===== src/hw/mem_pkg.sv =====
package mem_pkg;

    // ~~~~~~~~~~~~~~~~~~~~~~~~~~~~~~~~~~~~~~~~
    // Geometry
    // ~~~~~~~~~~~~~~~~~~~~~~~~~~~~~~~~~~~~~~~~
    localparam int addr_w      = 18;                    // 256 KiB byte space
    localparam int index_w     = 6;
    localparam int tag_w       = addr_w - index_w - 2;  // 10 bits
    localparam int num_sets    = 64;

    localparam int queue_depth = 16;
    localparam int count_w     = 5;                     // Holds 0 to 16

    // Access length in bytes
    typedef logic [2:0] size_t;

    localparam size_t size_byte = 3'd1;
    localparam size_t size_half = 3'd2;
    localparam size_t size_word = 3'd4;

    // ~~~~~~~~~~~~~~~~~~~~~~~~~~~~~~~~~~~~~~~~
    // Address views
    // ~~~~~~~~~~~~~~~~~~~~~~~~~~~~~~~~~~~~~~~~
    typedef struct packed {
        logic [tag_w-1:0]   tag;
        logic [index_w-1:0] index;
        logic [1:0]         offset;  // Byte within word
    } addr_fields_t;

    // Cache splits the address, bus and queue use it flat
    typedef union packed {
        logic [addr_w-1:0] flat;
        addr_fields_t      fields;
    } addr_u;

    // Empty slot marker, also shown by an idle bus
    localparam logic [addr_w-1:0] null_addr = '0;

endpackage


===== src/hw/ls_queue.sv =====
`timescale 1ns/1ps

module ls_queue (
    input  logic                          clk,
    input  logic                          arst_n,
    input  logic                          ls_en,
    input  logic                          ls_write,
    input  mem_pkg::addr_u                ls_addr,
    input  mem_pkg::size_t                ls_size,
    input  logic [31:0]                   ls_wdata,
    input  logic                          q_pop,
    output logic                          q_write,
    output mem_pkg::addr_u                q_addr,
    output mem_pkg::size_t                q_size,
    output logic [31:0]                   q_wdata,
    output logic                          q_empty,
    output logic [mem_pkg::count_w-1:0]   qsize
);

    localparam int ptr_w = $clog2(mem_pkg::queue_depth);

    logic                 wr_mem   [mem_pkg::queue_depth];
    mem_pkg::addr_u       addr_mem [mem_pkg::queue_depth];
    mem_pkg::size_t       size_mem [mem_pkg::queue_depth];
    logic [31:0]          data_mem [mem_pkg::queue_depth];

    logic [mem_pkg::count_w-1:0] enq_cnt;  // Total pushes, wraps
    logic [mem_pkg::count_w-1:0] deq_cnt;  // Total pops, wraps
    logic [ptr_w-1:0]            head;
    logic [ptr_w-1:0]            tail;

    // Pointers are the low bits of the running counters
    assign head = enq_cnt[ptr_w-1:0];
    assign tail = deq_cnt[ptr_w-1:0];

    assign qsize   = enq_cnt - deq_cnt;
    assign q_empty = (enq_cnt == deq_cnt);

    assign q_write = wr_mem[tail];
    assign q_addr  = addr_mem[tail];
    assign q_size  = size_mem[tail];
    assign q_wdata = data_mem[tail];

    always_ff @(posedge clk or negedge arst_n) begin
        if (!arst_n) begin
            enq_cnt <= '0;
            deq_cnt <= '0;
        end else begin
            if (ls_en)
                enq_cnt <= enq_cnt + 1'b1;
            if (q_pop)
                deq_cnt <= deq_cnt + 1'b1;
        end
    end

    always_ff @(posedge clk) begin
        if (ls_en) begin
            wr_mem[head]   <= ls_write;
            addr_mem[head] <= ls_addr;
            size_mem[head] <= ls_size;
            data_mem[head] <= ls_wdata;
        end
    end

endmodule


===== config.mk =====
export PLATFORM = sky130hd
export DESIGN_NAME = ls_queue
export DESIGN_NICKNAME = d
export VERILOG_FILES = /design/src/hw/mem_pkg.sv /design/src/hw/ls_queue.sv
export SDC_FILE = /design/constraint.sdc
export NUM_CORES = 1
export LEC_CHECK = 0
export BUFFER_PORTS_ARGS = -buffer_cell sky130_fd_sc_hd__buf_2
export CAP_MARGIN = 20
export CELL_PAD_IN_SITES_DETAIL_PLACEMENT = 0
export CELL_PAD_IN_SITES_GLOBAL_PLACEMENT = 2
export CORE_MARGIN = 1
export CORE_UTILIZATION = 53
export DETAILED_ROUTE_END_ITERATION = 8
export GPL_ROUTABILITY_DRIVEN = 0
export GPL_TIMING_DRIVEN = 0
export PLACE_DENSITY_LB_ADDON = 0.08
export SLEW_MARGIN = 0
export SYNTH_ARGS = -nofsm -noshare
export SYNTH_HDL_FRONTEND = slang
export SYNTH_SLANG_ARGS = --single-unit
export TNS_END_PERCENT = 20

===== constraint.sdc =====
create_clock -name clk -period 7.7 [get_ports clk]
set_clock_uncertainty 0.05 [all_clocks]
set_input_delay 0 -clock clk [delete_from_list [all_inputs] [get_ports clk]]
set_output_delay 0 -clock clk [all_outputs]
set_load 0.03 [all_outputs]

==> run summary <==
The finished layout holds between 2000 and 3000 standard cells, fillers aside. At the worst endpoint, the arrival time is ~3.4 ns. The first global-routing pass estimated between 100000 and 150000 um of wire. In the post-synthesis netlist, the cell with the most instances is sky130_fd_sc_hd__edfxtp_1. The register area share after synthesis came out at 0.775.

The cell count after synthesis came out at 1513. The die is 255 um wide. The worst slew margin relative to its limit is 0.308. The highest metal layer carrying signal wires in the routed design is met5. Setup violations remaining at the end of the flow were counted as 0.

After synthesis, the most frequently instantiated cells are sky130_fd_sc_hd__edfxtp_1, sky130_fd_sc_hd__mux2i_1, sky130_fd_sc_hd__mux4_2. The diode insertion count for antenna repair is 0. For this configuration, the core starts out at a cell density of 0.536. The level count of the clock H-tree is 3. For this design, the slowest cell found on the critical path is sky130_fd_sc_hd__fa_1. The count of different cell masters after synthesis is 31.

The synthesis-to-finish area growth came out at 15.8%. The floorplan core area is around 63000 sq um. The flip-flop and latch area came out at 26200 sq um. TritonCTS built the clock tree. The TritonCTS sink count is approximately 870. The flow ran to the end, and the final reports show no timing, DRC or antenna violations. The count of final max-slew check failures is 0. The sum of negative setup slack is 0 ns. The worst setup path is captured at an output port. The worst setup path is of the flip-flop to output port kind. The total DRC errors in the routed layout is 0. The ratio of total power to cell area came out at 384 nW/um^2. The required time of the critical path came out at ~7.7 ns. The total number of yosys warnings came out at 0. The I/O pin count came out at around 120. The root buffer selected by CTS is sky130_fd_sc_hd__clkbuf_16. The cell repeated most along the worst path is sky130_fd_sc_hd__buf_2. The number of synthesized register bits is just under 900.

The achievable clock frequency is between 200 and 300 MHz. By area the synthesized netlist is led by sky130_fd_sc_hd__edfxtp_1, sky130_fd_sc_hd__mux4_2, sky130_fd_sc_hd__mux2i_1, sky130_fd_sc_hd__mux4_1, sky130_fd_sc_hd__a32oi_1. The transition at the pin with the smallest max-transition slack came out at 1.03 ns.

The total met3 wirelength after detailed routing came out at 4050 um. The met2 routed wirelength is between 30000 and 40000 um. The worst path in the final design needs a cycle of roughly 3.5 ns, including I/O delays and setup. The number of synthesized flops with an enable pin came out at between 800 and 900. The number of vias per cell after detailed routing is between 6 and 7. The pre-antenna-repair detailed-routing pass consisted of 8 iterations.

The average size of a mapped cell came out at around 22 sq um. The via count of the routed design is around 16000. The first-iteration detailed-routing DRC count came out at approximately 1400. The detailed-route wire length is ~78000 um.

The path category of the worst min-delay check is input port to flip-flop. The count of port buffers added during placement came out at ~120. The share of the synthesized area in the top cell type came out at 0.767. The total global routing track utilization is 0.248. The maximum vdd drop is around 0.00028 V. The via count of the first global-routing pass is 16900. The footprint of the multi-input gates is approximately 7100 sq um. The final-report hold violation count is 0. The async set or reset register ratio after synthesis came out at 0.0114. The post-synth net total is approximately 1600.

Clock latency on the worst-skew pair, taken at its later pin, is between 0.6 and 0.7 ns. The signal on the critical path passes through buf_2 -> buf_2 -> buf_2 -> inv_1 -> fa_1 -> a21o_1 -> a21oi_1 -> xnor2_1 -> buf_2. Counting tap cells, the placed design contains a total of ~2500 instances. The residual overflow from global routing came out at 0.

The ratio of cells with drive above 1 in the final layout is 0.241. After legalization and detailed placement, the total HPWL measured 44300 um. The die is approximately 250 um tall. The worst setup path is launched from a flip-flop. Once the clock tree was built, the setup fixing pass inserted 0 buffers. Setup repair after global routing left no endpoint under its margin. The top flip-flop cell by instance count after synthesis is sky130_fd_sc_hd__edfxtp_1.

The average wire per cell in the routed design is about 29 um. The buffer depth of the longest clock path is 3. The largest stage delay on the critical path came out at between 0.4 and 0.5 ns. The static power due to leakage came out at ~0.013 uW.

Dividing the final minimum period by the clock period gives 0.451. The number of placement rows is ~90. The maximum fanout encountered on the critical timing path is 10.

After clock tree synthesis, the clock-pin slew on the worst setup and hold paths is about 0.060 ns. Overall power consumption after layout is estimated at 15000 uW. The met1 wire length is roughly 33000 um. Summed over all instances, the cell type with the most area after synthesis is sky130_fd_sc_hd__edfxtp_1.

Counting the buffers created by CTS gives between 80 and 90. The initial antenna violation count was 1. The number of fill cells in the layout came out at 4502. The area of the mapped netlist came out at 33800 sq um.

The count of nets left with antenna violations once routing finished came out at 0. The total number of nets in the final design is approximately 1900. The die footprint is around 65000 sq um. The largest net degree at the start of global routing is approximately 40. The max-capacitance violation count came out at 0.
[report_power, final]
| group | internal (uW) | total (uW) | switching, uW |
|---|---|---|---|
| clock | 2260 | 3980 | 1720 |
| combinational | 1950 | 5250 | 3290 |
| sequential | 5700 | 5810 | 110 |
[registers in the layout (all words and copies together) (netlist names)]
name / count
addr_mem: 288
data_mem: 512
deq_cnt: 5
enq_cnt: 5
size_mem: 48
wr_mem: 16
[through the flow]
stage	setup WS, ns	hold WS, ns	area, sq um	util
finish	4.23	0.160	39200	0.621
global route	4.06	0.168	39200	0.621
CTS	4.18	0.147	39200	0.621
detailed placement	4.85	-0.159	35900	0.570
global placement	3.31	-0.161	35500	0.562
floorplan	5.18	-0.346	33800	-
[routing by layer]
| metal | up-vias | global-route usage |
|---|---|---|
| met2 | 496 | 0.420 |
| met5 | - | 0 |
| met3 | 95 | 0.0346 |
| li1 | 7045 | - |
| met1 | 8724 | 0.340 |
| met4 | 2 | 0.0643 |
[timing repair]
item / CTS / global route
endpoints found under the hold margin: 883 / 0
hold buffers: 58 / 0
gates resized for setup: 0 / 0
[final cells by class]
cell class / count / share of cell area
timing repair buffer: 190 / 0.0409
clock buffer: 104 / 0.0588
buffer: 83 / 0.0144
inverter: 7 / 0.000671
tap: 846 / 0.0270
multi-input combinational: 549 / 0.181
clock inverter: 50 / 0.00875
sequential: 874 / 0.669
[final timing paths]
path	endpoint	cells past startpoint	startpoint	slack, ns
min in group asynchronous	deq_cnt[2]$_DFFE_PN0P_	3	arst_n	0.38
worst max-delay path	qsize[4]	9	deq_cnt[1]$_DFFE_PN0P_	4.23
worst max register to register	data_mem[1][16]$_DFFE_PP_	3	enq_cnt[2]$_DFFE_PN0P_	5.53
worst min-delay path	deq_cnt[1]$_DFFE_PN0P_	3	q_pop	0.16
max in group asynchronous	deq_cnt[0]$_DFFE_PN0P_	3	arst_n	6.85
worst min register to register	enq_cnt[4]$_DFFE_PN0P_	1	enq_cnt[4]$_DFFE_PN0P_	0.45
[worst max-delay path: cells and delay by family (launching register included)]
family,cells,cell delay (ns)
xor gates and xnor gates,1,0.13
AOI/OAI and AO/OA,2,0.35
adders and majority gates,1,0.46
buffers and inverters,5,1.47
DFF,1,0.37
[cells in the final DEF (no fill, tap or decap), types with 2 or more instances in the layout]
master                          count
sky130_fd_sc_hd__clkbuf_16         90
sky130_fd_sc_hd__buf_2            150
sky130_fd_sc_hd__nor2_1             4
sky130_fd_sc_hd__a21o_1             2
sky130_fd_sc_hd__buf_6             19
sky130_fd_sc_hd__xnor2_1            8
sky130_fd_sc_hd__a22oi_1           54
sky130_fd_sc_hd__bufinv_16          4
sky130_fd_sc_hd__mux2i_1          162
sky130_fd_sc_hd__edfxtp_1         864
sky130_fd_sc_hd__xor2_1             4
sky130_fd_sc_hd__clkbuf_1          38
sky130_fd_sc_hd__inv_1              5
sky130_fd_sc_hd__dlygate4sd3_1     58
sky130_fd_sc_hd__nand2_1            7
sky130_fd_sc_hd__dfrtp_1           10
sky130_fd_sc_hd__o21ai_0            2
sky130_fd_sc_hd__mux4_1            40
sky130_fd_sc_hd__a21oi_1            2
sky130_fd_sc_hd__clkinv_1          23
sky130_fd_sc_hd__nand3_1            2
sky130_fd_sc_hd__inv_2              2
sky130_fd_sc_hd__mux4_2           122
sky130_fd_sc_hd__and2_4            16
sky130_fd_sc_hd__buf_12             4
sky130_fd_sc_hd__clkinv_2          19
sky130_fd_sc_hd__nand4_1            2
sky130_fd_sc_hd__buf_16            16
sky130_fd_sc_hd__o21ai_1           54
sky130_fd_sc_hd__inv_6              2
sky130_fd_sc_hd__a32oi_1           54
sky130_fd_sc_hd__ha_1               9
[cell families after synthesis]
| kind of cell | share of synthesized area |
|---|---|
| AO/OA/AOI/OAI | 0.0350 |
| multiplexers | 0.160 |
| adder cells (fa/ha/maj) | 0.00392 |
| AND/OR/NAND/NOR | 0.00566 |
| flip-flops | 0.775 |
| XOR/XNOR | 0.00311 |
| buffers and inverters | 0.0175 |
(Power assumes the default switching activity.)
