## config.mk

```make
export PLATFORM = sky130hd
export DESIGN_NAME = mem_sequencer
export DESIGN_NICKNAME = d
export VERILOG_FILES = /design/src/hw/mem_pkg.sv /design/src/hw/mem_sequencer.sv
export SDC_FILE = /design/constraint.sdc
export NUM_CORES = 1
export LEC_CHECK = 0
export BUFFER_PORTS_ARGS = -buffer_cell sky130_fd_sc_hd__buf_4
export CAP_MARGIN = 20
export CORE_MARGIN = 1
export CORE_UTILIZATION = 55
export CTS_CLUSTER_SIZE = 25
export DETAILED_ROUTE_END_ITERATION = 10
export PLACE_DENSITY = 0.95
export REMOVE_ABC_BUFFERS = 1
export SETUP_SLACK_MARGIN = 0.4
export SLEW_MARGIN = 15
export SYNTH_ARGS = -nofsm -noshare
export SYNTH_HDL_FRONTEND = slang
export SYNTH_SLANG_ARGS = --single-unit
```

## constraint.sdc

```tcl
create_clock -name clk -period 8.77 [get_ports clk]
set_input_delay 1.754 -clock clk [delete_from_list [all_inputs] [get_ports clk]]
set_output_delay 1.754 -clock clk [all_outputs]
set_load 0.005 [all_outputs]
```

## src/hw/mem_pkg.sv

```systemverilog
package mem_pkg;

    // ~~~~~~~~~~~~~~~~~~~~~~~~~~~~~~~~~~~~~~~~
    // Geometry
    // ~~~~~~~~~~~~~~~~~~~~~~~~~~~~~~~~~~~~~~~~
    localparam int addr_w      = 18;                    // 256 KiB byte space
    localparam int index_w     = 6;
    localparam int tag_w       = addr_w - index_w - 2;  // 10 bits
    localparam int num_sets    = 64;

    localparam int queue_depth = 16;
    localparam int count_w     = 5;                     // Holds 0 to 16

    // Access length in bytes
    typedef logic [2:0] size_t;

    localparam size_t size_byte = 3'd1;
    localparam size_t size_half = 3'd2;
    localparam size_t size_word = 3'd4;

    // ~~~~~~~~~~~~~~~~~~~~~~~~~~~~~~~~~~~~~~~~
    // Address views
    // ~~~~~~~~~~~~~~~~~~~~~~~~~~~~~~~~~~~~~~~~
    typedef struct packed {
        logic [tag_w-1:0]   tag;
        logic [index_w-1:0] index;
        logic [1:0]         offset;  // Byte within word
    } addr_fields_t;

    // Cache splits the address, bus and queue use it flat
    typedef union packed {
        logic [addr_w-1:0] flat;
        addr_fields_t      fields;
    } addr_u;

    // Empty slot marker, also shown by an idle bus
    localparam logic [addr_w-1:0] null_addr = '0;

endpackage

```

## src/hw/mem_sequencer.sv

```systemverilog
`timescale 1ns/1ps

module mem_sequencer (
    input  logic                         clk,
    input  logic                         arst_n,
    input  logic                         q_write,
    input  mem_pkg::addr_u               q_addr,
    input  mem_pkg::size_t               q_size,
    input  logic [31:0]                  q_wdata,
    input  logic                         q_empty,
    output logic                         q_pop,
    input  logic                         miss_valid,
    input  mem_pkg::addr_u               miss_addr,
    output logic                         refill_take,
    output logic                         refill_we,
    output mem_pkg::addr_u               refill_addr,
    output logic [31:0]                  refill_data,
    output logic                         ls_finish,
    output logic [31:0]                  ls_rdata,
    output logic [mem_pkg::addr_w-1:0]   mem_addr,
    output logic                         mem_wr,
    output logic [7:0]                   mem_wdata,
    input  logic [7:0]                   mem_rdata
);

    // Issue stage
    logic           iss_active;
    logic [2:0]     iss_cnt;      // Bytes already shown on the bus
    mem_pkg::size_t iss_size;
    logic           iss_write;
    mem_pkg::addr_u iss_base;
    logic [23:0]    iss_wsh;      // Write bytes still to go

    // Tags of the byte on the bus and of the byte arriving
    logic       bus_rd, bus_last, bus_refill;
    logic [1:0] bus_pos;
    logic       ret_rd, ret_last, ret_refill;
    logic [1:0] ret_pos;
    logic [31:0] rd_acc;
    logic [31:0] rd_word;

    logic           more, start, start_wr;
    mem_pkg::size_t next_size;

    assign more        = iss_active && iss_cnt != iss_size;
    assign q_pop       = !iss_active && !q_empty;              // Queue head wins
    assign refill_take = !iss_active && q_empty && miss_valid;
    assign start       = q_pop || refill_take;
    assign start_wr    = q_pop && q_write;
    assign next_size   = q_pop ? q_size : mem_pkg::size_word;

    // ~~~~~~~~~~~~~~~~~~~~~~~~~~~~~~~~~~~~~~~~
    // Little-endian assembly in the return stage
    // ~~~~~~~~~~~~~~~~~~~~~~~~~~~~~~~~~~~~~~~~
    always_comb begin
        rd_word = (ret_pos == 2'd0) ? 32'd0 : rd_acc;
        rd_word[{ret_pos, 3'b000} +: 8] = mem_rdata;
    end

    assign refill_we   = ret_rd && ret_last && ret_refill;
    assign refill_data = rd_word;
    assign refill_addr = iss_base;  // Held until the next start edge

    always_ff @(posedge clk or negedge arst_n) begin
        if (!arst_n) begin
            iss_active <= 1'b0;
            iss_cnt    <= '0;
            iss_size   <= '0;
            iss_write  <= 1'b0;
            mem_addr   <= mem_pkg::null_addr;
            mem_wr     <= 1'b0;
            bus_rd     <= 1'b0;
            bus_last   <= 1'b0;
            bus_refill <= 1'b0;
            bus_pos    <= '0;
            ret_rd     <= 1'b0;
            ret_last   <= 1'b0;
            ret_refill <= 1'b0;
            ret_pos    <= '0;
            ls_finish  <= 1'b0;
        end else begin
            if (more) begin
                iss_cnt  <= iss_cnt + 3'd1;
                mem_addr <= iss_base.flat + mem_pkg::addr_w'(iss_cnt);
                mem_wr   <= iss_write;
                bus_rd   <= !iss_write;
                bus_last <= (iss_cnt + 3'd1 == iss_size);
                bus_pos  <= iss_cnt[1:0];
            end else if (start) begin
                iss_active <= 1'b1;
                iss_cnt    <= 3'd1;
                iss_size   <= next_size;
                iss_write  <= start_wr;
                mem_addr   <= q_pop ? q_addr.flat : miss_addr.flat;
                mem_wr     <= start_wr;
                bus_rd     <= !start_wr;
                bus_last   <= (next_size == mem_pkg::size_byte);
                bus_pos    <= 2'd0;
                bus_refill <= refill_take;
            end else begin  // Idle cycle after each access
                iss_active <= 1'b0;
                mem_addr   <= mem_pkg::null_addr;
                mem_wr     <= 1'b0;
                bus_rd     <= 1'b0;
            end

            ret_rd     <= bus_rd;
            ret_last   <= bus_last;
            ret_refill <= bus_refill;
            ret_pos    <= bus_pos;
            ls_finish  <= ret_rd && ret_last && !ret_refill;
        end
    end

    always_ff @(posedge clk) begin
        if (more) begin
            mem_wdata <= iss_wsh[7:0];
            iss_wsh   <= {8'd0, iss_wsh[23:8]};
        end else if (start) begin
            iss_base  <= q_pop ? q_addr : miss_addr;
            mem_wdata <= q_wdata[7:0];
            iss_wsh   <= q_wdata[31:8];
        end
        if (ret_rd)
            rd_acc <= rd_word;
        if (ret_rd && ret_last && !ret_refill)
            ls_rdata <= rd_word;
    end

endmodule

```

==> impl_metrics.csv, run 1 <==
group,metric,value,unit
clock_network,cts.repair.resized,0,
routing,drt_iter0_drc,295,
worst_setup_path,crit_path_end_kind,"output port",
routing,drc,0,
placement,dp_hpwl,10.7,mm
routing,wl,15.8,mm
cells_and_area,fillers,688,
synthesis,synth-edff-count,106,
sta,fin_crit_sh,57.2,%
sta,fin_crit,5.02,ns
routing,drtPass1Iterations,6,
sta,finalWorstSetupSlack,3.75,ns
global_route,grt_pass1_vias,4875,
worst_setup_path,crit_required,7.02,ns
cells_and_area,nets,826,
worst_setup_path,endpoint,"q_pop",
global_route,grt_pass1_wl,24.3,mm
synthesis,async_reset_ff_share,25.0,%
global_route,grt_max_degree,43,
worst_setup_path,arrival,3.27,ns
worst_setup_path,worst_r2r_endpoint,"iss_wsh[0]",
sta,fmax,199,MHz
synthesis,netlist_top_cells_count,"156 x nand2_1, 106 x edfxtp_1, 38 x dfrtp_1, 33 x nand3_1, 29 x a21oi_1",
placement,dp_slack,3.77,ns
sta,rsz0062_at_grt,"no",
clock_network,cts_setup_buffers,0,
global_route,grt.overflow.total,0,
sta,slew-limit-headroom,28.7,%
synthesis,synth_top_area_cell,"edfxtp_1",
routing,vias,4894,
floorplanning,initial_utilization,57.3,%
cells_and_area,area_growth,34.5,%
floorplanning,ios,197,
worst_setup_path,path_class,"input port to output port",
clock_network,cts_hold_buf,0,
power,ir_worst_vdd,0.198,mV
clock_network,cts_made_buffers,17,
worst_setup_path,timing.rr.start,"iss_cnt[2]",
placement,port_buffers,196,
synthesis,synth.avg_cell_area,11.8,sq um
synthesis,ys.flop_type,"edfxtp_1",
floorplanning,die_y,109,um
sta,tns,0,ns
clock_network,clkSlewWorstSetupHoldPaths,0.06,ns
worst_setup_path,path_max_fanout,27,
synthesis,synth_area,6320,sq um
routing,ant_nets,0,
status,outcome,"completed",
clock_network,cts_root_buffer,"clkbuf_16",
floorplanning,die_area,11900,sq um
cells_and_area,n_antenna_cell,0,
synthesis,yosysWarnings,0,
sta,worst_slew_pin_slew,1.06,ns
worst_setup_path,r2r_cells,4,
job,maxCapViolCount,0,
sta,drv_slew,0,
floorplanning,die_w,109,um
worst_setup_path,startpoint_type,"input port",
sta,clock_skew,0.0133,ns
worst_setup_path,startpoint,"q_empty",
synthesis,netlist_top_cells_area,"edfxtp_1 50%, dfrtp_1 15%, nand2_1 9.3%",
floorplanning,design.core.area,11000,sq um
sta,hold_viol_final,0,
global_route,grtUsageTotal,27.7,%
clock_network,ctsHtreeMaxLevel,4,
floorplanning,rows,38,
synthesis,synth_top_area_share,50.4,%
hold_path,hp-class,"flip-flop to flip-flop",
clock_network,clk_latency,0.42,ns
worst_setup_path,regToRegSetupSlack,5.94,ns
synthesis,yosysUniqueCellTypes,37,
clock_network,clk_path_buf_depth,2,
routing,wl_per_cell,17.9,um
global_route,antenna_found_initial,0,
clock_network,cts_tree,"done",
placement,place_congestion,0.834,
synthesis,ys_ff_latch,152,
sta,finalSetupViolCount,0,
routing,viasPerCell,5.53,
clock_network,cts_sinks,152,
synthesis,yosysMostFrequentCell,"nand2_1",
power,power.leakage,3.74,nW
cells_and_area,drive_gt1_share,31.8,%
synthesis,ys_seq_area_share,68.0,%
power,power_per_cell_area,384,nW/um^2
synthesis,netlist_instances,536,
==> layout make-up <==
cell class | count | area [sq um] | area share (%)
Sequential cell | 152 | 4290 | 50.5
Multi-Input combinational cell | 353 | 1900 | 22.4
Timing Repair Buffer | 200 | 1500 | 17.7
Clock buffer | 21 | 472 | 5.55
Tap cell | 140 | 175 | 2.06
Clock inverter | 11 | 121 | 1.43
Inverter | 8 | 30.0 | 0.353
==> worst max-delay path, stage by stage <==
cell and delay (ns):
buf_4 0.11, or2_1 0.69, inv_2 0.43, buf_4 0.27
==> metal layers <==
metal	global-route usage, %	vias to the layer above	part of all wire, %
li1	-	2265	-
met1	33.7	2317	37
met2	46.1	282	52
met3	7.71	30	8.8
met4	12.1	0	2.4
met5	0	-	0
==> worst min path at each step <==
stage | from | end | cells after the start
after floorplan | bus_rd | ret_rd | 0
after global placement | bus_rd | ret_rd | 0
after detailed placement | bus_rd | ret_rd | 0
after CTS | bus_rd | ret_rd | 0
after global routing | bus_rd | ret_rd | 0
final | bus_rd | ret_rd | 0
==> where the power goes <==
part	internal, mW	switching, mW	total (mW)
Clock	0.443	0.285	0.727
Sequential	1.18	0.134	1.32
Combinational	0.500	0.720	1.22
==> state kept, by name (all words and copies together) (netlist names), 2 cells and up <==
signal / flops
mem_wdata: 8
iss_wsh: 24
mem_addr: 18
bus_pos: 2
iss_cnt: 3
iss_size: 3
rd_acc: 32
ret_pos: 2
refill_addr: 18
ls_rdata: 32
==> stage by stage <==
step	hold WS, ns	std cells	utilization [%]	area, sq um	power [mW]
after floorplan	0.331	513	-	6200	1.94
after global placement	0.333	853	71.6	7900	2.46
after detailed placement	0.343	853	71.6	7900	2.53
after CTS	0.357	885	77.0	8500	3.27
after global routing	0.358	885	77.0	8500	3.45
final	0.357	885	77.0	8500	3.26
==> cell families (layout without fill, tap and decap cells) <==
kind of cell,after synthesis,count (layout),synth area share [%]
AO/OA/AOI/OAI,80,80,8.06
XOR/XNOR,20,20,2.77
adder cells (fa/ha/maj),10,10,2.10
buffers and inverters,31,240,2.28
flip-flops,152,152,68.0
AND/OR/NAND/NOR,243,243,16.8
==> layout by cell type, fill, tap and decap left out, types with 2 or more instances in the layout <==
cell	netlist	routed
nand2_1	156	156
inv_1	7	7
dfxtp_1	8	8
edfxtp_1	106	106
a22oi_1	3	3
a21oi_1	29	28
nor3_1	2	2
nor2_1	13	12
clkinv_4	0	2
nand2b_1	24	24
o21ai_1	4	4
bufinv_16	0	2
buf_4	1	200
nand4_1	5	5
xor2_1	12	12
ha_1	9	9
clkbuf_16	0	18
and3_1	3	3
clkinv_2	0	3
dfrtp_1	38	38
clkbuf_1	8	2
clkinvlp_4	0	3
a22o_1	21	21
nor2b_1	2	2
o21ai_0	18	18
xnor2_1	8	8
nand3_1	33	33
(Power assumes the default switching activity.)
==> run 2: changes to the inputs <==
--- a/config.mk
+++ b/config.mk
@@ -8,10 +8,10 @@
 export BUFFER_PORTS_ARGS = -buffer_cell sky130_fd_sc_hd__buf_4
 export CAP_MARGIN = 20
 export CORE_MARGIN = 1
-export CORE_UTILIZATION = 55
+export CORE_UTILIZATION = 46
 export CTS_CLUSTER_SIZE = 25
 export DETAILED_ROUTE_END_ITERATION = 10
-export PLACE_DENSITY = 0.95
+export PLACE_DENSITY = 0.87
 export REMOVE_ABC_BUFFERS = 1
 export SETUP_SLACK_MARGIN = 0.4
 export SLEW_MARGIN = 15
==> constraint.sdc (replaced) <==
create_clock -name clk -period 4.2 [get_ports clk]
set_input_delay 0.84 -clock clk [delete_from_list [all_inputs] [get_ports clk]]
set_output_delay 0.84 -clock clk [all_outputs]
set_load 0.005 [all_outputs]
==> run 2 against run 1 <==
Against the previous run:
- wire length is 2.7% lower
- largest power group unchanged
- utilization is 13 points lower
- clock skew is 0.0051 ns lower
- register-to-register slack worse by 4.4 ns
- first-iteration DRC count is 16% higher
==> impl_metrics.csv, run 2 (synthesis gave the netlist of run 1 again) <==
group,metric,value,unit
power,power_per_cell_area,787,nW/um^2
cells_and_area,final_common_cell,"buf_4",
hold_path,hp-class,"flip-flop to flip-flop",
floorplanning,ios,197,
placement,port_buffers,196,
placement,dp_hpwl,10.8,mm
status,outcome,"completed",
cells_and_area,drive_gt1_share,31.8,%
sta,fin_crit,3.28,ns
sta,drv_slew,0,
sta,hold_viol_final,0,
worst_setup_path,crit_path_end_kind,"output port",
clock_network,cts_setup_buffers,0,
routing,drt_iter0_drc,343,
worst_setup_path,path_max_fanout,8,
global_route,grtUsageTotal,22.9,%
floorplanning,die_area,14200,sq um
sta,worst_slew_pin_slew,1.01,ns
power,fin_total_pwr,6.73,mW
sta,clock_skew,0.00817,ns
clock_network,cts_tree,"done",
hold_path,hold_depth,0,
global_route,grt_pass1_vias,4777,
global_route,antenna_found_initial,0,
worst_setup_path,timing.rr.start,"iss_cnt[1]",
cells_and_area,layout_common_cells,"204 x buf_4, 156 x nand2_1, 106 x edfxtp_1, 38 x dfrtp_1, 33 x nand3_1",
sta,finalWorstSetupSlack,0.925,ns
cells_and_area,area_growth,35.2,%
floorplanning,die_y,119,um
sta,rsz0062_at_grt,"no",
floorplanning,die_w,119,um
floorplanning,initial_utilization,47.5,%
cells_and_area,final_cells,925,
clock_network,cts_made_buffers,17,
clock_network,cts.repair.resized,0,
hold_path,holdPathEnd,"ret_rd",
clock_network,clk_path_buf_depth,2,
hold_path,hp-start,"bus_rd",
clock_network,clkSlewWorstSetupHoldPaths,0.06,ns
floorplanning,rows,42,
clock_network,clk_latency,0.42,ns
sta,finalSetupViolCount,0,
cells_and_area,n_antenna_cell,0,
routing,ant_nets,0,
routing,drc,0,
clock_network,ctsHtreeMaxLevel,4,
sta,fin_crit_sh,78.0,%
cells_and_area,fillers,1015,
job,maxCapViolCount,0,
cells_and_area,largestRegisters,"ls_rdata (32), rd_acc (32), iss_wsh (24)",
worst_setup_path,regToRegSetupSlack,1.56,ns
clock_network,cts_root_buffer,"clkbuf_16",
sta,slew-limit-headroom,32.7,%
worst_setup_path,r2r_cells,5,
global_route,grt_pass1_wl,24.4,mm
global_route,grt.overflow.total,0,
clock_network,cts_sinks,152,
sta,tns,0,ns
routing,wl_per_cell,16.6,um
routing,vias,4825,
worst_setup_path,arrival,2.44,ns
worst_setup_path,worst_r2r_endpoint,"iss_wsh[15]",
clock_network,cts_hold_buf,0,
placement,dp_slack,1.36,ns
cells_and_area,nets,830,
power,power.leakage,3.75,nW
routing,wl,15.4,mm
global_route,grt_max_degree,42,
worst_setup_path,crit_required,3.36,ns
power,ir_worst_vdd,0.519,mV
sta,fmax,305,MHz
routing,viasPerCell,5.22,
worst_setup_path,startpoint_type,"flip-flop",
worst_setup_path,path_class,"flip-flop to output port",
placement,place_congestion,0.804,
placement,dp_cells,893,
routing,drtPass1Iterations,4,
floorplanning,design.core.area,13300,sq um
run 2: layer usage:
metal / vias up / share of wire (%) / global-route usage [%]
met2: 220 / 50 / 37.2
met3: 22 / 10 / 9.82
met1: 2310 / 39 / 26.8
li1: 2273 / - / -
met4: 0 / 1.9 / 8.47
met5: - / 0 / 0
run 2: final cells by class:
type / instances / area, sq um / share of cell area [%]
inverter: 8 / 30.0 / 0.352
clock inverter: 7 / 67.6 / 0.791
tap: 176 / 220 / 2.58
timing repair buffer: 204 / 1530 / 17.9
multi-input combinational: 353 / 1900 / 22.3
sequential: 152 / 4290 / 50.3
clock buffer: 25 / 497 / 5.82
run 2: how the worst max path moves through the flow:
stage	start	endpoint	slack, ns
6_report	ret_pos[0]	refill_data[21]	0.92
5_1_grt	ret_pos[0]	refill_data[23]	0.59
3_3_place_gp	q_empty	q_pop	1.41
2_1_floorplan	miss_valid	iss_wsh[0]	0.29
4_1_cts	ret_pos[0]	refill_data[23]	0.89
3_5_place_dp	ret_pos[0]	refill_data[23]	1.36
run 2: critical path, stage by stage (launching register included):
cell and delay, ns:
dfrtp_1 0.44, inv_1 0.12, ha_1 0.35, nor2b_1 0.51, nand3_1 0.14, a21oi_1 0.30
buf_4 0.17
run 2: per-stage QoR:
stage,hold WS [ns],util [%],instance area (sq um)
after floorplan,0.331,-,6200
after global placement,0.336,60.0,7980
after detailed placement,0.342,60.0,7980
after CTS,0.355,64.2,8540
after global routing,0.369,64.2,8540
final,0.353,64.2,8540
run 2: power by group:
group / internal, mW / leakage, nW / switching (mW)
Combinational: 1.07 / 1.89 / 1.48
Sequential: 2.47 / 1.58 / 0.262
Clock: 0.879 / 0.280 / 0.565
==> run 3: changes to the inputs <==
--- a/config.mk
+++ b/config.mk
@@ -5,13 +5,14 @@
 export SDC_FILE = /design/constraint.sdc
 export NUM_CORES = 1
 export LEC_CHECK = 0
+export ABC_AREA = 1
 export BUFFER_PORTS_ARGS = -buffer_cell sky130_fd_sc_hd__buf_4
 export CAP_MARGIN = 20
 export CORE_MARGIN = 1
-export CORE_UTILIZATION = 46
+export CORE_UTILIZATION = 47
 export CTS_CLUSTER_SIZE = 25
 export DETAILED_ROUTE_END_ITERATION = 10
-export PLACE_DENSITY = 0.87
+export PLACE_DENSITY = 0.88
 export REMOVE_ABC_BUFFERS = 1
 export SETUP_SLACK_MARGIN = 0.4
 export SLEW_MARGIN = 15
==> constraint.sdc (replaced) <==
create_clock -name clk -period 2.85 [get_ports clk]
set_input_delay 0.57 -clock clk [delete_from_list [all_inputs] [get_ports clk]]
set_output_delay 0.57 -clock clk [all_outputs]
set_load 0.005 [all_outputs]
==> run 3 against run 2 <==
Against the previous run:
- count of clock-buffer cells in the layout is 2 lower
- cell count is 16% higher
- worst setup slack worse by 0.71 ns
- clock skew rose by 0.00070 ns
- worst hold slack lost 0.25 ns
- die area rose by 1.9%
- register-to-register slack got worse by 0.67 ns
- area after synthesis grew 4.1%
- non-clock buffer count is 40 higher
- clock power increased by 44%
- critical path depth stayed put
- largest cell class unchanged
==> impl_metrics.csv, run 3 <==
group,metric,value,unit
status,outcome,"completed",
synthesis,ys.flop_type,"edfxtp_1",
sta,worst_slew_pin_slew,0.615,ns
clock_network,cts_root_buffer,"clkbuf_16",
global_route,grtUsageTotal,25.0,%
cells_and_area,fillers,898,
floorplanning,initial_utilization,48.9,%
routing,drt_iter0_drc,558,
synthesis,netlist_top_cells_area,"edfxtp_1 48%, dfrtp_1 14%, nand2_1 14%",
clock_network,cts_hold_buf,0,
sta,fin_crit_sh,92.6,%
global_route,antenna_found_initial,0,
placement,port_buffers,196,
cells_and_area,area_growth,47.0,%
global_route,grt_max_degree,55,
floorplanning,design.core.area,13500,sq um
synthesis,ys_seq_area_share,65.3,%
cells_and_area,drive_gt1_share,38.2,%
placement,dp_slack,0.179,ns
worst_setup_path,crit_buf_inv,3,
worst_setup_path,path_delay_family,"buffers and inverters",
cells_and_area,layout_common_cells,"233 x nand2_1, 221 x buf_4, 106 x edfxtp_1, 54 x inv_1, 41 x nand3_1",
worst_setup_path,path_class,"flip-flop to output port",
synthesis,synth_top_area_share,48.4,%
power,power.leakage,4.43,nW
cells_and_area,final_cells,1073,
cells_and_area,final_util,71.9,%
routing,wl,18.7,mm
sta,hold_viol_final,0,
cells_and_area,n_antenna_cell,0,
worst_setup_path,path_max_fanout,8,
synthesis,synth-edff-count,106,
synthesis,synth_top_area_cell,"edfxtp_1",
floorplanning,die_y,120,um
cells_and_area,largestRegisters,"ls_rdata (32), rd_acc (32), iss_wsh (24)",
clock_network,clkSlewWorstSetupHoldPaths,0.06,ns
floorplanning,die_area,14500,sq um
clock_network,cts_tree,"done",
worst_setup_path,cp_cell_sequence,"clkinvlp_4, ha_4, nand4_1, buf_6, o21ai_4, buf_6",
power,fin_total_pwr,11.5,mW
sta,clock_skew,0.00886,ns
worst_setup_path,critical_path.max_stage_delay,0.41,ns
synthesis,ys_ff_latch,152,
placement,post_dp_cell_area,8190,sq um
sta,holdWs,0.104,ns
synthesis,netlist_instances,644,
clock_network,clk_latency,0.42,ns
routing,drtPass1Iterations,5,
placement,dp_hpwl,11.0,mm
sta,fmax,379,MHz
placement,dp_cells,1003,
sta,drv_slew,0,
floorplanning,die_w,120,um
clock_network,cts_made_buffers,17,
worst_setup_path,startpoint_type,"flip-flop",
synthesis,yosysUniqueCellTypes,33,
routing,wl_per_cell,17.5,um
clock_network,cts_sinks,152,
synthesis,synth_area,6580,sq um
synthesis,async_reset_ff_share,25.0,%
clock_network,clk_path_buf_depth,2,
synthesis,netlist_top_cells_count,"242 x nand2_1, 106 x edfxtp_1, 58 x inv_1, 45 x nand3_1, 38 x dfrtp_1",
routing,vias,5658,
sta,slew-limit-headroom,59.0,%
synthesis,synth.avg_cell_area,10.2,sq um
sta,tns,0,ns
sta,rsz0062_at_grt,"yes",
sta,fin_crit,2.64,ns
sta,finalSetupViolCount,0,
global_route,grt_pass1_vias,5293,
job,maxCapViolCount,0,
worst_setup_path,arrival,2.07,ns
floorplanning,ios,197,
synthesis,yosysMostFrequentCell,"nand2_1",
clock_network,ctsHtreeMaxLevel,4,
power,ir_worst_vdd,0.550,mV
routing,drc,0,
floorplanning,rows,42,
routing,viasPerCell,5.27,
worst_setup_path,critPathMostFrequentCell,"buf_6",
sta,finalWorstSetupSlack,0.211,ns
worst_setup_path,crit_path_end_kind,"output port",
power,power_per_cell_area,1190,nW/um^2
global_route,grt_pass1_wl,27.1,mm
cells_and_area,final_cell_area,9670,sq um
routing,ant_nets,0,
global_route,grt.overflow.total,0,
cells_and_area,nets,978,
worst_setup_path,crit_required,2.28,ns
hold_path,hp-class,"input port to async pin",
cells_and_area,final_common_cell,"nand2_1",
worst_setup_path,cpMaxStageDelayCell,"dfrtp_2",
synthesis,yosysWarnings,0,
placement,place_congestion,0.853,
## run 3: cell count changes after synthesis, sizes merged, moves of 13 or more
| cell | change |
|---|---|
| nor2 | +15 |
| nand3 | +13 |
| a22o | -20 |
| inv | +53 |
| nand2b | -24 |
| o22ai | +16 |
| o21ai | +17 |
| a21oi | -28 |
| nand2 | +87 |
## run 3: metal layers
layer	vias to the layer above	share of wire, %	GRT usage (%)
met3	70	9.3	9.01
li1	2605	-	-
met1	2669	38	29.6
met4	0	4.3	11.8
met5	-	0	0
met2	314	48	40.4
## run 3: repair_timing
| action | in CTS | in global routing |
|---|---|---|
| cloned | 1 | 0 |
| setup endpoints to repair | 32 | 32 |
| pin swaps | 22 | 25 |
| buffers inserted | 19 | 18 |
| resized for setup | 93 | 45 |
## run 3: worst reg2reg max path, stage by stage (launching register included)
cell	delay, ns
dfrtp_1	0.45
ha_1	0.27
fa_1	0.42
nand2_1	0.09
nand2_1	0.07
nand2_1	0.10
inv_1	0.06
nand2_1	0.11
inv_1	0.07
nand3_1	0.07
nand3_1	0.09
nand2_1	0.10
## run 3: final cells by class
type                    instances  area (sq um)  area share, %
inverters                      63           249           2.58
flip-flops and latches        152          4300           44.4
multi-input cells             406          2420           25.0
clock inverters                 9          47.5          0.492
clock buffers                  23           498           5.15
well taps                     176           220           2.28
repair buffers                244          1940           20.1
## run 3: worst paths after layout
check / startpoint / endpoint / slack [ns] / depth (start not counted)
worst max-delay path: ret_pos[0] / refill_data[16] / 0.21 / 6
worst min-delay path: arst_n / mem_addr[15] / 0.10 / 1
worst max register to register: iss_cnt[0] / mem_addr[10] / 0.89 / 11
worst min register to register: bus_rd / ret_rd / 0.36 / 0
max in group asynchronous: arst_n / ret_pos[0] / 2.36 / 1
min in group clk: bus_rd / ret_rd / 0.36 / 0
## run 3: cell families (layout without fill, tap and decap cells)
logic type      Yosys count  in the layout  share of synthesized area, %
flops                   152            152                          65.3
compound gates           62             62                          5.38
fa+ha+maj                10             10                          2.02
buf+inv                  86            339                          6.09
xor+xnor                 11             11                          1.46
simple gates            323            323                          19.8
## run 3: where the power goes
group	switching, mW	internal (mW)
Combinational	3.04	2.38
Clock	0.858	1.21
Sequential	0.393	3.59
